`config.mk`:
```
export PLATFORM = sky130hd
export DESIGN_NAME = seqTop
export DESIGN_NICKNAME = d
export VERILOG_FILES = /design/src/common/seqPkg.sv /design/src/pcStack/pcStack.sv /design/src/rtl/loopStack.sv /design/src/rtl/pcSequencer.sv /design/src/rtl/seqTop.sv
export SDC_FILE = /design/constraint.sdc
export NUM_CORES = 1
export LEC_CHECK = 0
export ABC_AREA = 1
export BUFFER_PORTS_ARGS = -buffer_cell sky130_fd_sc_hd__buf_4
export CAP_MARGIN = 20
export CORE_AREA = 4 4 160 162
export CTS_CLUSTER_SIZE = 20
export DETAILED_ROUTE_END_ITERATION = 12
export DIE_AREA = 0 0 164 166
export HOLD_SLACK_MARGIN = 0.1
export PLACE_DENSITY = 0.87
export RECOVER_POWER = 100
export SLEW_MARGIN = 20
export SYNTH_ARGS = -nofsm -noshare
export SYNTH_HDL_FRONTEND = slang
export SYNTH_SLANG_ARGS = --single-unit
```
`constraint.sdc`:
```
create_clock -name PCSCLK -period 3.9 [get_ports PCSCLK]
set_input_delay 0.585 -clock PCSCLK [delete_from_list [all_inputs] [get_ports PCSCLK]]
set_output_delay 0.585 -clock PCSCLK [all_outputs]
set_load 0.005 [all_outputs]
```
`src/common/seqPkg.sv`:
```
package seqPkg;

  //////////////////////////////////////////////////
  // Widths
  //////////////////////////////////////////////////

  localparam int pcWidth    = 14;  // Program address
  localparam int countWidth = 7;   // Loop count
  localparam int cmdWidth   = 24;  // Sequencer command word

  //////////////////////////////////////////////////
  // Opcodes in the top three bits of a command
  //////////////////////////////////////////////////

  localparam logic [2:0] opNop  = 3'd0;  // Sequential advance
  localparam logic [2:0] opJump = 3'd1;
  localparam logic [2:0] opCall = 3'd2;
  localparam logic [2:0] opRet  = 3'd3;
  localparam logic [2:0] opDo   = 3'd4;  // Loop start

  // The opcode field is common to both views and selects which one applies
  typedef union packed {
    struct packed {
      logic [2:0]         opcode;
      logic [6:0]         unused;
      logic [pcWidth-1:0] target;
    } branch;
    struct packed {
      logic [2:0]            opcode;
      logic [countWidth-1:0] count;
      logic [pcWidth-1:0]    endAddr;
    } loop;
  } seqCmd_u;

endpackage

```
`src/pcStack/pcStack.sv`:
```
`timescale 1ns/1ps

module pcStack #(
  parameter int pcStackDepth = 16
) (
  input  logic                       PCSCLK,
  input  logic                       T_RST,
  input  logic                       pcPush,
  input  logic                       pcPop,
  input  logic [seqPkg::pcWidth-1:0] pcIn,
  output logic [seqPkg::pcWidth-1:0] topPc,
  output logic                       pcFull,
  output logic                       pcEmpty,
  output logic                       pcError
);
  import seqPkg::*;

  localparam int addrWidth = (pcStackDepth > 1) ? $clog2(pcStackDepth) : 1;
  localparam int ptrWidth  = addrWidth + 1;

  logic [pcWidth-1:0]  stackMem [pcStackDepth];
  logic [ptrWidth-1:0] ptr;
  logic [ptrWidth-1:0] ptrInc;
  logic [ptrWidth-1:0] ptrDec;
  logic                doPush;
  logic                doPop;

  //////////////////////////////////////////////////
  // Pointer and flags
  //////////////////////////////////////////////////

  // All ones after reset, so the top bit doubles as the empty flag
  assign ptrInc  = ptr + 1'b1;
  assign ptrDec  = ptr - 1'b1;
  assign pcEmpty = ptr[ptrWidth-1];
  assign pcFull  = (ptr == ptrWidth'(pcStackDepth - 1));

  // Overflow and underflow requests are dropped here
  assign doPush = pcPush && !pcFull;
  assign doPop  = pcPop && !pcEmpty;

  always_ff @(posedge PCSCLK or posedge T_RST) begin
    if (T_RST) begin
      ptr <= '1;
    end else if (doPush) begin
      ptr <= ptrInc;
    end else if (doPop) begin
      ptr <= ptrDec;
    end
  end

  // Sticky until reset
  always_ff @(posedge PCSCLK or posedge T_RST) begin
    if (T_RST) begin
      pcError <= 1'b0;
    end else if ((pcPush && pcFull) || (pcPop && pcEmpty)) begin
      pcError <= 1'b1;
    end
  end

  //////////////////////////////////////////////////
  // Register array
  //////////////////////////////////////////////////

  always_ff @(posedge PCSCLK) begin
    if (doPush) begin
      stackMem[ptrInc[addrWidth-1:0]] <= pcIn;  // Next free slot
    end
  end

  // Top of stack is read without a clock
  assign topPc = stackMem[ptr[addrWidth-1:0]];

endmodule

```
`src/rtl/loopStack.sv`:
```
`timescale 1ns/1ps

module loopStack #(
  parameter int loopStackDepth = 4
) (
  input  logic                          PCSCLK,
  input  logic                          T_RST,
  input  logic                          loopPush,
  input  logic                          loopPop,
  input  logic                          loopDec,
  input  logic [seqPkg::pcWidth-1:0]    endIn,
  input  logic [seqPkg::countWidth-1:0] countIn,
  output logic [seqPkg::pcWidth-1:0]    topEnd,
  output logic [seqPkg::countWidth-1:0] topCount,
  output logic                          loopEmpty,
  output logic                          loopError
);
  import seqPkg::*;

  localparam int addrWidth = (loopStackDepth > 1) ? $clog2(loopStackDepth) : 1;
  localparam int ptrWidth  = addrWidth + 1;

  logic [pcWidth-1:0]    endMem   [loopStackDepth];
  logic [countWidth-1:0] countMem [loopStackDepth];
  logic [ptrWidth-1:0]   ptr;
  logic [ptrWidth-1:0]   ptrInc;
  logic [addrWidth-1:0]  topIdx;
  logic                  loopFull;
  logic                  doPush;
  logic                  doPop;
  logic                  doDec;

  assign ptrInc    = ptr + 1'b1;
  assign topIdx    = ptr[addrWidth-1:0];
  assign loopEmpty = ptr[ptrWidth-1];
  assign loopFull  = (ptr == ptrWidth'(loopStackDepth - 1));

  assign doPush = loopPush && !loopFull;
  assign doPop  = loopPop && !loopEmpty;
  assign doDec  = loopDec && !loopEmpty;

  always_ff @(posedge PCSCLK or posedge T_RST) begin
    if (T_RST) begin
      ptr <= '1;
    end else if (doPush) begin
      ptr <= ptrInc;
    end else if (doPop) begin
      ptr <= ptr - 1'b1;
    end
  end

  always_ff @(posedge PCSCLK or posedge T_RST) begin
    if (T_RST) begin
      loopError <= 1'b0;
    end else if ((loopPush && loopFull) || (loopPop && loopEmpty)) begin
      loopError <= 1'b1;
    end
  end

  //////////////////////////////////////////////////
  // End address and count pairs
  //////////////////////////////////////////////////

  always_ff @(posedge PCSCLK) begin
    if (doPush) begin
      endMem[ptrInc[addrWidth-1:0]]   <= endIn;
      countMem[ptrInc[addrWidth-1:0]] <= countIn;
    end else if (doDec) begin
      // One pass of the innermost loop is done
      countMem[topIdx] <= topCount - 1'b1;
    end
  end

  assign topEnd   = endMem[topIdx];
  assign topCount = countMem[topIdx];

endmodule

```
`src/rtl/pcSequencer.sv`:
```
`timescale 1ns/1ps

module pcSequencer #(
  parameter logic [seqPkg::pcWidth-1:0] resetVector = '0
) (
  input  logic                          PCSCLK,
  input  logic                          T_RST,
  input  logic                          cmdValid,
  input  seqPkg::seqCmd_u               cmdWord,
  output logic                          cmdReady,
  output logic                          fetchValid,
  output logic [seqPkg::pcWidth-1:0]    fetchAddr,
  input  logic                          fetchReady,
  output logic                          pcPush,
  output logic                          pcPop,
  output logic [seqPkg::pcWidth-1:0]    pcIn,
  input  logic [seqPkg::pcWidth-1:0]    topPc,
  output logic                          loopPush,
  output logic                          loopPop,
  output logic                          loopDec,
  output logic [seqPkg::pcWidth-1:0]    endIn,
  output logic [seqPkg::countWidth-1:0] countIn,
  input  logic [seqPkg::pcWidth-1:0]    topEnd,
  input  logic [seqPkg::countWidth-1:0] topCount,
  input  logic                          loopEmpty
);
  import seqPkg::*;

  logic [pcWidth-1:0] pcReg;
  logic [pcWidth-1:0] pcPlusOne;
  logic [pcWidth-1:0] nextPc;
  logic               cmdAccept;
  logic               loopHit;
  logic               loopAgain;

  //////////////////////////////////////////////////
  // Handshakes
  //////////////////////////////////////////////////

  // A held fetch address blocks new commands until it is taken
  assign cmdReady  = !fetchValid || fetchReady;
  assign cmdAccept = cmdValid && cmdReady;

  //////////////////////////////////////////////////
  // Next-address decode
  //////////////////////////////////////////////////

  assign pcPlusOne = pcReg + 1'b1;
  assign loopHit   = !loopEmpty && (pcReg == topEnd);
  assign loopAgain = (topCount > countWidth'(1));  // A count of zero ends like one

  // Return address for both calls and loop starts
  assign pcIn    = pcPlusOne;
  assign endIn   = cmdWord.loop.endAddr;
  assign countIn = cmdWord.loop.count;

  always_comb begin
    nextPc   = pcPlusOne;
    pcPush   = 1'b0;
    pcPop    = 1'b0;
    loopPush = 1'b0;
    loopPop  = 1'b0;
    loopDec  = 1'b0;
    case (cmdWord.branch.opcode)
      opJump: begin
        nextPc = cmdWord.branch.target;
      end
      opCall: begin
        nextPc = cmdWord.branch.target;
        pcPush = cmdAccept;
      end
      opRet: begin
        nextPc = topPc;  // Stale on an empty stack
        pcPop  = cmdAccept;
      end
      opDo: begin
        pcPush   = cmdAccept;
        loopPush = cmdAccept;
      end
      default: begin
        if (loopHit && loopAgain) begin
          nextPc  = topPc;  // Back to the loop start
          loopDec = cmdAccept;
        end else if (loopHit) begin
          pcPop   = cmdAccept;
          loopPop = cmdAccept;
        end
      end
    endcase
  end

  //////////////////////////////////////////////////
  // PC register and fetch valid
  //////////////////////////////////////////////////

  always_ff @(posedge PCSCLK or posedge T_RST) begin
    if (T_RST) begin
      pcReg      <= resetVector;
      fetchValid <= 1'b0;
    end else if (cmdAccept) begin
      pcReg      <= nextPc;
      fetchValid <= 1'b1;
    end else if (fetchReady) begin
      fetchValid <= 1'b0;
    end
  end

  assign fetchAddr = pcReg;

endmodule

```
`src/rtl/seqTop.sv`:
```
`timescale 1ns/1ps

module seqTop #(
  parameter int                         pcStackDepth   = 16,
  parameter int                         loopStackDepth = 4,
  parameter logic [seqPkg::pcWidth-1:0] resetVector    = '0
) (
  input  logic                        PCSCLK,
  input  logic                        T_RST,
  input  logic                        cmdValid,
  input  logic [seqPkg::cmdWidth-1:0] cmdWord,
  output logic                        cmdReady,
  output logic                        fetchValid,
  output logic [seqPkg::pcWidth-1:0]  fetchAddr,
  input  logic                        fetchReady,
  output logic                        pcFull,
  output logic                        pcEmpty,
  output logic                        pcError,
  output logic                        loopError
);
  import seqPkg::*;

  logic                  pcPush;
  logic                  pcPop;
  logic [pcWidth-1:0]    pcIn;
  logic [pcWidth-1:0]    topPc;
  logic                  loopPush;
  logic                  loopPop;
  logic                  loopDec;
  logic [pcWidth-1:0]    endIn;
  logic [countWidth-1:0] countIn;
  logic [pcWidth-1:0]    topEnd;
  logic [countWidth-1:0] topCount;
  logic                  loopEmpty;

  pcSequencer #(
    .resetVector(resetVector)
  ) sequencer (
    .PCSCLK    (PCSCLK),
    .T_RST     (T_RST),
    .cmdValid  (cmdValid),
    .cmdWord   (cmdWord),
    .cmdReady  (cmdReady),
    .fetchValid(fetchValid),
    .fetchAddr (fetchAddr),
    .fetchReady(fetchReady),
    .pcPush    (pcPush),
    .pcPop     (pcPop),
    .pcIn      (pcIn),
    .topPc     (topPc),
    .loopPush  (loopPush),
    .loopPop   (loopPop),
    .loopDec   (loopDec),
    .endIn     (endIn),
    .countIn   (countIn),
    .topEnd    (topEnd),
    .topCount  (topCount),
    .loopEmpty (loopEmpty)
  );

  pcStack #(
    .pcStackDepth(pcStackDepth)
  ) returnStack (
    .PCSCLK (PCSCLK),
    .T_RST  (T_RST),
    .pcPush (pcPush),
    .pcPop  (pcPop),
    .pcIn   (pcIn),
    .topPc  (topPc),
    .pcFull (pcFull),
    .pcEmpty(pcEmpty),
    .pcError(pcError)
  );

  loopStack #(
    .loopStackDepth(loopStackDepth)
  ) doStack (
    .PCSCLK   (PCSCLK),
    .T_RST    (T_RST),
    .loopPush (loopPush),
    .loopPop  (loopPop),
    .loopDec  (loopDec),
    .endIn    (endIn),
    .countIn  (countIn),
    .topEnd   (topEnd),
    .topCount (topCount),
    .loopEmpty(loopEmpty),
    .loopError(loopError)
  );

endmodule

```
# Word-level counts from Yosys, hierarchy flattened
# Memory sizes are Yosys's and may differ from the RTL's.
# Cells that the tools add are included.
[op_classes]
addsub = 6
order_cmp = 1
eq_ne = 7
n_mux = 26
n_reduce_logical = 28
[op_table]
columns = ["cell", "count"]
rows = [
  ["14-bit case mux with 3 select lines", 1],
  ["1-bit two-way mux", 17],
  ["14-bit by 1-bit adder with 14-bit output, second input constant", 1],
  ["14-bit equality test", 1],
  ["14-bit two-way mux", 1],
  ["1-bit logical AND", 12],
  ["5-bit two-way mux", 2],
  ["3-bit by 2-bit equality test with 1-bit output, second input constant", 3],
  ["7-bit by 1-bit greater-than comparator with 1-bit output, second input constant", 1],
  ["7-bit two-way mux", 1],
  ["7-bit OR reduction", 1],
  ["7-bit by 1-bit subtractor with 7-bit output, second input constant", 1],
  ["3-bit two-way mux", 2],
  ["2-bit nonzero test", 3],
  ["5-bit by 1-bit adder with 5-bit output, second input constant", 1],
  ["5-bit by 4-bit equality test with 1-bit output, second input constant", 1],
  ["1-bit logical NOT", 5],
  ["5-bit by 1-bit subtractor with 5-bit output, second input constant", 1],
  ["2-bit OR reduction", 2],
  ["4-bit OR reduction", 1],
  ["3-bit by 1-bit adder with 3-bit output, second input constant", 1],
  ["3-bit by 1-bit equality test with 1-bit output, second input constant", 1],
  ["3-bit equality test, second input constant", 1],
  ["1-bit logical OR", 3],
  ["4 further kinds", 4],
]
[word_totals]
ff_bits = 25
ramBits = 308
inputBits = 28
output_inout_bits = 20
word_cells = 77
memories = 3
[mem_list]
columns = ["memory", "words", "word_bits", "read_ports", "rd_clocked_by_memory_dff", "wr", "line", "rtl"]
rows = [
  ["returnStack.stackMem", 16, 14, 1, 0, 1, "pcStack.sv:21", "logic [pcWidth-1:0] stackMem [pcStackDepth];"],
  ["doStack.endMem", 4, 14, 1, 0, 1, "loopStack.sv:23", "logic [pcWidth-1:0] endMem [loopStackDepth];"],
  ["doStack.countMem", 4, 7, 1, 0, 1, "loopStack.sv:24", "logic [countWidth-1:0] countMem [loopStackDepth];"],
]

# Logic depth before layout (Yosys ltp)
# An unclocked memory read counts as a cell.
[logic_depth]
word_depth = 12
mapped_depth = 18
mapped_depth_nobuf = 16

# Modules after synthesis
# A second synthesis with hierarchy kept.
[unflattened]
cells_unflattened = 1638
area_unflattened_um2 = 16045.4
[by_module_without_submodules]
columns = ["module", "instances", "cells_each", "area_per_inst_um2", "seq_area_each_um2"]
rows = [
  ["pcStack", 1, 982, 10229.8, 6882.9],
  ["loopStack", 1, 311, 3793.6, 2626.3],
  ["pcSequencer", 1, 345, 2021.9, 375.4],
]

# Worst setup path after synthesis
# OpenSTA, ideal clock, no wires.
[synth_timing]
path_kind = "register to register"
from = "reg returnStack.ptr[3]"
to = "mem returnStack.stackMem[0][0] (enable)"
setup_ns = 0.384
arrival_ns = 2.436
setup_slack_ns = 1.080
stages_incl_launch_ff = 10
synth_period_minus_slack_ns = 2.820
cell_sequence = "dfstp_2 > clkbuf_1 > clkinv_1 > clkbuf_1 > nor2_1 > ha_1 > nor2_1 > clkbuf_1 > nand2_1 > nor2_1"
[synth_between]
elab_chain_cells = 5
word_cells_on_any_way = 6
[synth_lines]
columns = ["element", "line", "rtl"]
rows = [
  ["start: declaration", "pcStack.sv:22", "logic [ptrWidth-1:0] ptr;"],
  ["start signal: assignment", "pcStack.sv:46", "ptr <= ptrInc;"],
  ["start signal: assignment", "pcStack.sv:48", "ptr <= ptrDec;"],
  ["5-bit by 4-bit equality test with 1-bit output", "pcStack.sv:36", "assign pcFull = (ptr == ptrWidth'(pcStackDepth - 1));"],
  ["named net pcFull", "seqTop.sv:16", "output logic pcFull,"],
  ["1-bit logical NOT", "pcStack.sv:39", "assign doPush = pcPush && !pcFull;"],
  ["1-bit logical AND", "pcStack.sv:39", ""],
  ["1-bit two-way mux", "pcStack.sv:66", "if (doPush) begin"],
  ["1-bit two-way mux (not written as such)", "pcStack.sv:67", "stackMem[ptrInc[addrWidth-1:0]] <= pcIn;"],
  ["end: declaration", "pcStack.sv:21", ""],
]
# The timed path passes the listed nets, and every way through them passes these cells.

# Final worst setup path
[layout_timing]
from = "reg doStack.ptr[1]"
to = "mem doStack.countMem[0][2] (enable)"
[layout_between]
elab_chain_cells = 12
word_cells_on_any_way = 21
[layout_lines]
columns = ["element", "line", "rtl"]
rows = [
  ["start: declaration", "loopStack.sv:25", "logic [ptrWidth-1:0] ptr;"],
  ["start signal: assignment", "loopStack.sv:46", "ptr <= ptrInc;"],
  ["start signal: assignment", "loopStack.sv:48", "ptr <= ptr - 1'b1;"],
  ["branches (longest 12 deep; another with memory read 4 x 7 bit)", "-", ""],
  ["end: declaration", "loopStack.sv:24", ""],
]
# Several ways; the timed one is not identified.

==> reports/metrics.csv <==
metric,value,unit
row count,57,
Worst Skew,23.3,ps
Mapped Cells,1373,
part of the power in registers,40.5,%
final hold violations,0,
Starting Density,61.2,%
max_slew headroom,19.8,%
synthesized flop and latch total,333,
Setup Buffers After CTS,0,
worst r2r path cells,14,
r2r setup slk,330,ps
Detailed Place HPWL,23700,microns
status,"complete, no violations",
Comb power frac,32.6,%
worst slew pin tran,1200,ps
"Seq/Total Area, Yosys",67.0,%
Die W,164,microns
Lkg Pwr,6.11,nW
Die Y,166,microns
GPL Wtd Cong,0.905,
port buffer count,47,
DRC,0,
"Area growth, synth to finish",11.9,%
vias in the first global route,10600,
critical path required time,4040,ps
DP Worst Slack,381,ps
WL per Instance,20.8,microns
clk sinks,333,
clk_lat worst skew,530,ps
Final WS setup,330,ps
clock root buffer,clkbuf_16,
hold depth,4,
Ant. Diodes,0,
first-pass GRT wire length,57800,microns
ANT nets after route,0,
core area,0.0241,sq mm
Hold Path Class,in2reg,
Sw Share,37.6,%
DRT Pass-1 Iters,5,
DR vias,11000,
CTS tree,yes,
max capacitance violation total,0,
final wirelength,37200,microns
crit path cell chain,inv_2 > nand3_1 > nand2_1 > nand2_1 > nand2_1 > nor2_1 > nand2_1 > nor2_2 > nand2_1 > nor2_4 > nand2_4 > nand2_1 > nand3_1 > nor2_1,
crit end category,flop,
fin cells,1792,
syn nets,1418,
Vias/cell,6.15,
Netlist cell types,36,
total CTS buffers,35,
total negative setup slack,0,ps
nets,1488,
cell internal pwr,7.48,mW
Max stage delay on crit path,880,ps
"Top cell by count, worst path",nand2_1,
Max Slew Vio Count,0,
yosys warns,0,
Setup Viol. Count Final,0,
Setup crit start kind,flop,
Die ar.,0.0272,sq mm
share of layout cells above drive strength 1,7.70,%
CTS max path bufs,3,
total grt overflow,0,
placed insts,1728,
initial drt markers,1925,
Power Dens Cells,727,mW/mm^2
# H-tree levels,2,
RSZ-0062 raised after global routing,false,
crit path DAT,3710,ps
largest net degree at the start of global routing,81,
minimum clock period,3570,ps
clock network fraction of total power,27.0,%
type of the worst setup path,reg2reg,
clk slew on worst S/H paths,60,ps
Worst path slowest cell,dfstp_2,
antenna violations before repair,0,
maximum VDD drop,525,uV
Total GRT Usage,27.2,%
Psw,4.50,mW
mapped cell area,0.0147,sq mm
Syn Area/Cell,10.7,sq um
Top Ports,48,
CP Max Fanout,26,
fin crit share,91.5,%
Max Clock Freq,280,MHz
[sequential cells by signal (all words and copies together), names as in the netlist]
signal                count
returnStack.stackMem    224
sequencer.fetchValid      1
doStack.endMem           56
doStack.ptr               3
doStack.countMem         28
returnStack.ptr           5
doStack.loopError         1
returnStack.pcError       1
sequencer.fetchAddr      14
[worst paths after layout]
kind / from / endpoint
max in group asynchronous: T_RST / sequencer.fetchAddr[2]
min in group asynchronous: T_RST / sequencer.fetchValid
min: fetchReady / sequencer.fetchValid
min reg2reg: returnStack.pcError / returnStack.pcError
max reg2reg: doStack.ptr[1] / doStack.countMem[0][2]
max: doStack.ptr[1] / doStack.countMem[0][2]
[synth_stat cells]
library cell | n | share of area (%)
edfxtp_1 | 308 | 63
nand2_1 | 287 | 7.3
nor2_1 | 190 | 4.8
o21ai_0 | 142 | 4.8
nand3_1 | 122 | 4.1
inv_1 | 70 | 1.8
clkbuf_1 | 49 | 1.2
o22ai_1 | 31 | 1.3
a21oi_1 | 24 | 0.81
xor2_1 | 20 | 1.2
dfrtp_1 | 17 | 2.9
ha_1 | 17 | 1.4
o211ai_1 | 11 | 0.56
buf_2 | 10 | 0.34
dfstp_2 | 8 | 1.4
o21ai_1 | 8 | 0.27
a31oi_1 | 7 | 0.30
nor3_1 | 7 | 0.24
o221ai_1 | 7 | 0.42
buf_6 | 6 | 0.46
buf_4 | 4 | 0.20
buf_1 | 3 | 0.076
clkinv_1 | 3 | 0.076
nand2_2 | 3 | 0.13
nand4_1 | 3 | 0.13
inv_2 | 2 | 0.051
nor2_2 | 2 | 0.085
nor3_2 | 2 | 0.14
o21a_1 | 2 | 0.10
xnor2_1 | 2 | 0.12
a31o_2 | 1 | 0.059
inv_6 | 1 | 0.059
nand2_4 | 1 | 0.076
nand3_2 | 1 | 0.068
nor2_4 | 1 | 0.076
nor4_1 | 1 | 0.042
[placed cells by master, fill, tap and decap left out, types with 3 or more instances in the layout]
| cell | netlist | layout |
|---|---|---|
| a21oi_1 | 24 | 24 |
| a31oi_1 | 7 | 7 |
| buf_4 | 4 | 29 |
| bufinv_16 | 0 | 3 |
| clkbuf_1 | 49 | 64 |
| clkbuf_16 | 0 | 35 |
| clkbuf_4 | 0 | 17 |
| clkinv_1 | 3 | 10 |
| dfrtp_1 | 17 | 17 |
| dfstp_2 | 8 | 4 |
| edfxtp_1 | 308 | 308 |
| ha_1 | 17 | 17 |
| inv_1 | 70 | 69 |
| inv_2 | 2 | 3 |
| inv_6 | 1 | 4 |
| nand2_1 | 287 | 289 |
| nand3_1 | 122 | 122 |
| nand4_1 | 3 | 3 |
| nor2_1 | 190 | 190 |
| nor3_1 | 7 | 8 |
| o211ai_1 | 11 | 11 |
| o21ai_0 | 142 | 148 |
| o221ai_1 | 7 | 7 |
| o22ai_1 | 31 | 31 |
| xor2_1 | 20 | 20 |
[per-layer routing]
metal  vias to the layer above  part of all wire, %  global-route usage, %
li1                       4920                    -                      -
met1                      5200                   37                   37.4
met2                       758                   48                   43.5
met3                       138                   11                   4.99
met4                         0                  3.9                   10.6
met5                         -                    0                      0
[worst max-delay path: cells and delay by family (launching register included)]
kind                   cells  cell delay (ps)
and+or+nand+nor           13             1920
DFF                        1              880
buffers and inverters      1              380
[area by class of cell]
cell class              instances  area (sq um)
fillers                      1720          7610
well taps                     324           405
clock inverters                18           176
flip-flops and latches        333          9890
multi-input cells             892          4220
clock buffers                  44           930
repair buffers                105           589
inverters                      76           290
[power groups by stage]
stage,logic [mW],clock network [mW],registers (mW)
finish,3.90,3.23,4.85
global route,4.32,3.42,4.87
floorplan,2.79,0,4.63
CTS,3.92,3.25,4.82
detailed placement,3.86,0,4.90
global placement,3.69,0,4.88
[metrics by stage]
step / utilization, % / instance area, sq um / power, mW / hold WS [ps]
final: 68.4 / 16500 / 12.0 / 362
after global routing: 68.4 / 16500 / 12.6 / 360
after CTS: 69.4 / 16700 / 12.0 / 288
after detailed placement: 64.8 / 15600 / 8.76 / 451
after global placement: 64.8 / 15600 / 8.57 / 454
after floorplan: - / 14700 / 7.43 / 456
[cell families (layout without fill, tap and decap cells)]
| group | count (synthesis) | after routing | share of synthesized area, % |
|---|---|---|---|
| and+or+nand+nor | 620 | 620 | 17.3 |
| DFF | 333 | 333 | 67.0 |
| AOI/OAI and AO/OA | 233 | 233 | 8.66 |
| buffers and inverters | 148 | 243 | 4.29 |
| xor gates and xnor gates | 22 | 22 | 1.31 |
| adders and majority gates | 17 | 17 | 1.44 |
[timing repair]
item / in CTS / in global routing
endpoints found under the hold margin: 0 / 2
hold buffers: 0 / 1
setup endpoints to repair: 0 / 7
gates resized for setup: 0 / 1
No activity file was read; power rests on OpenSTA's default activity.
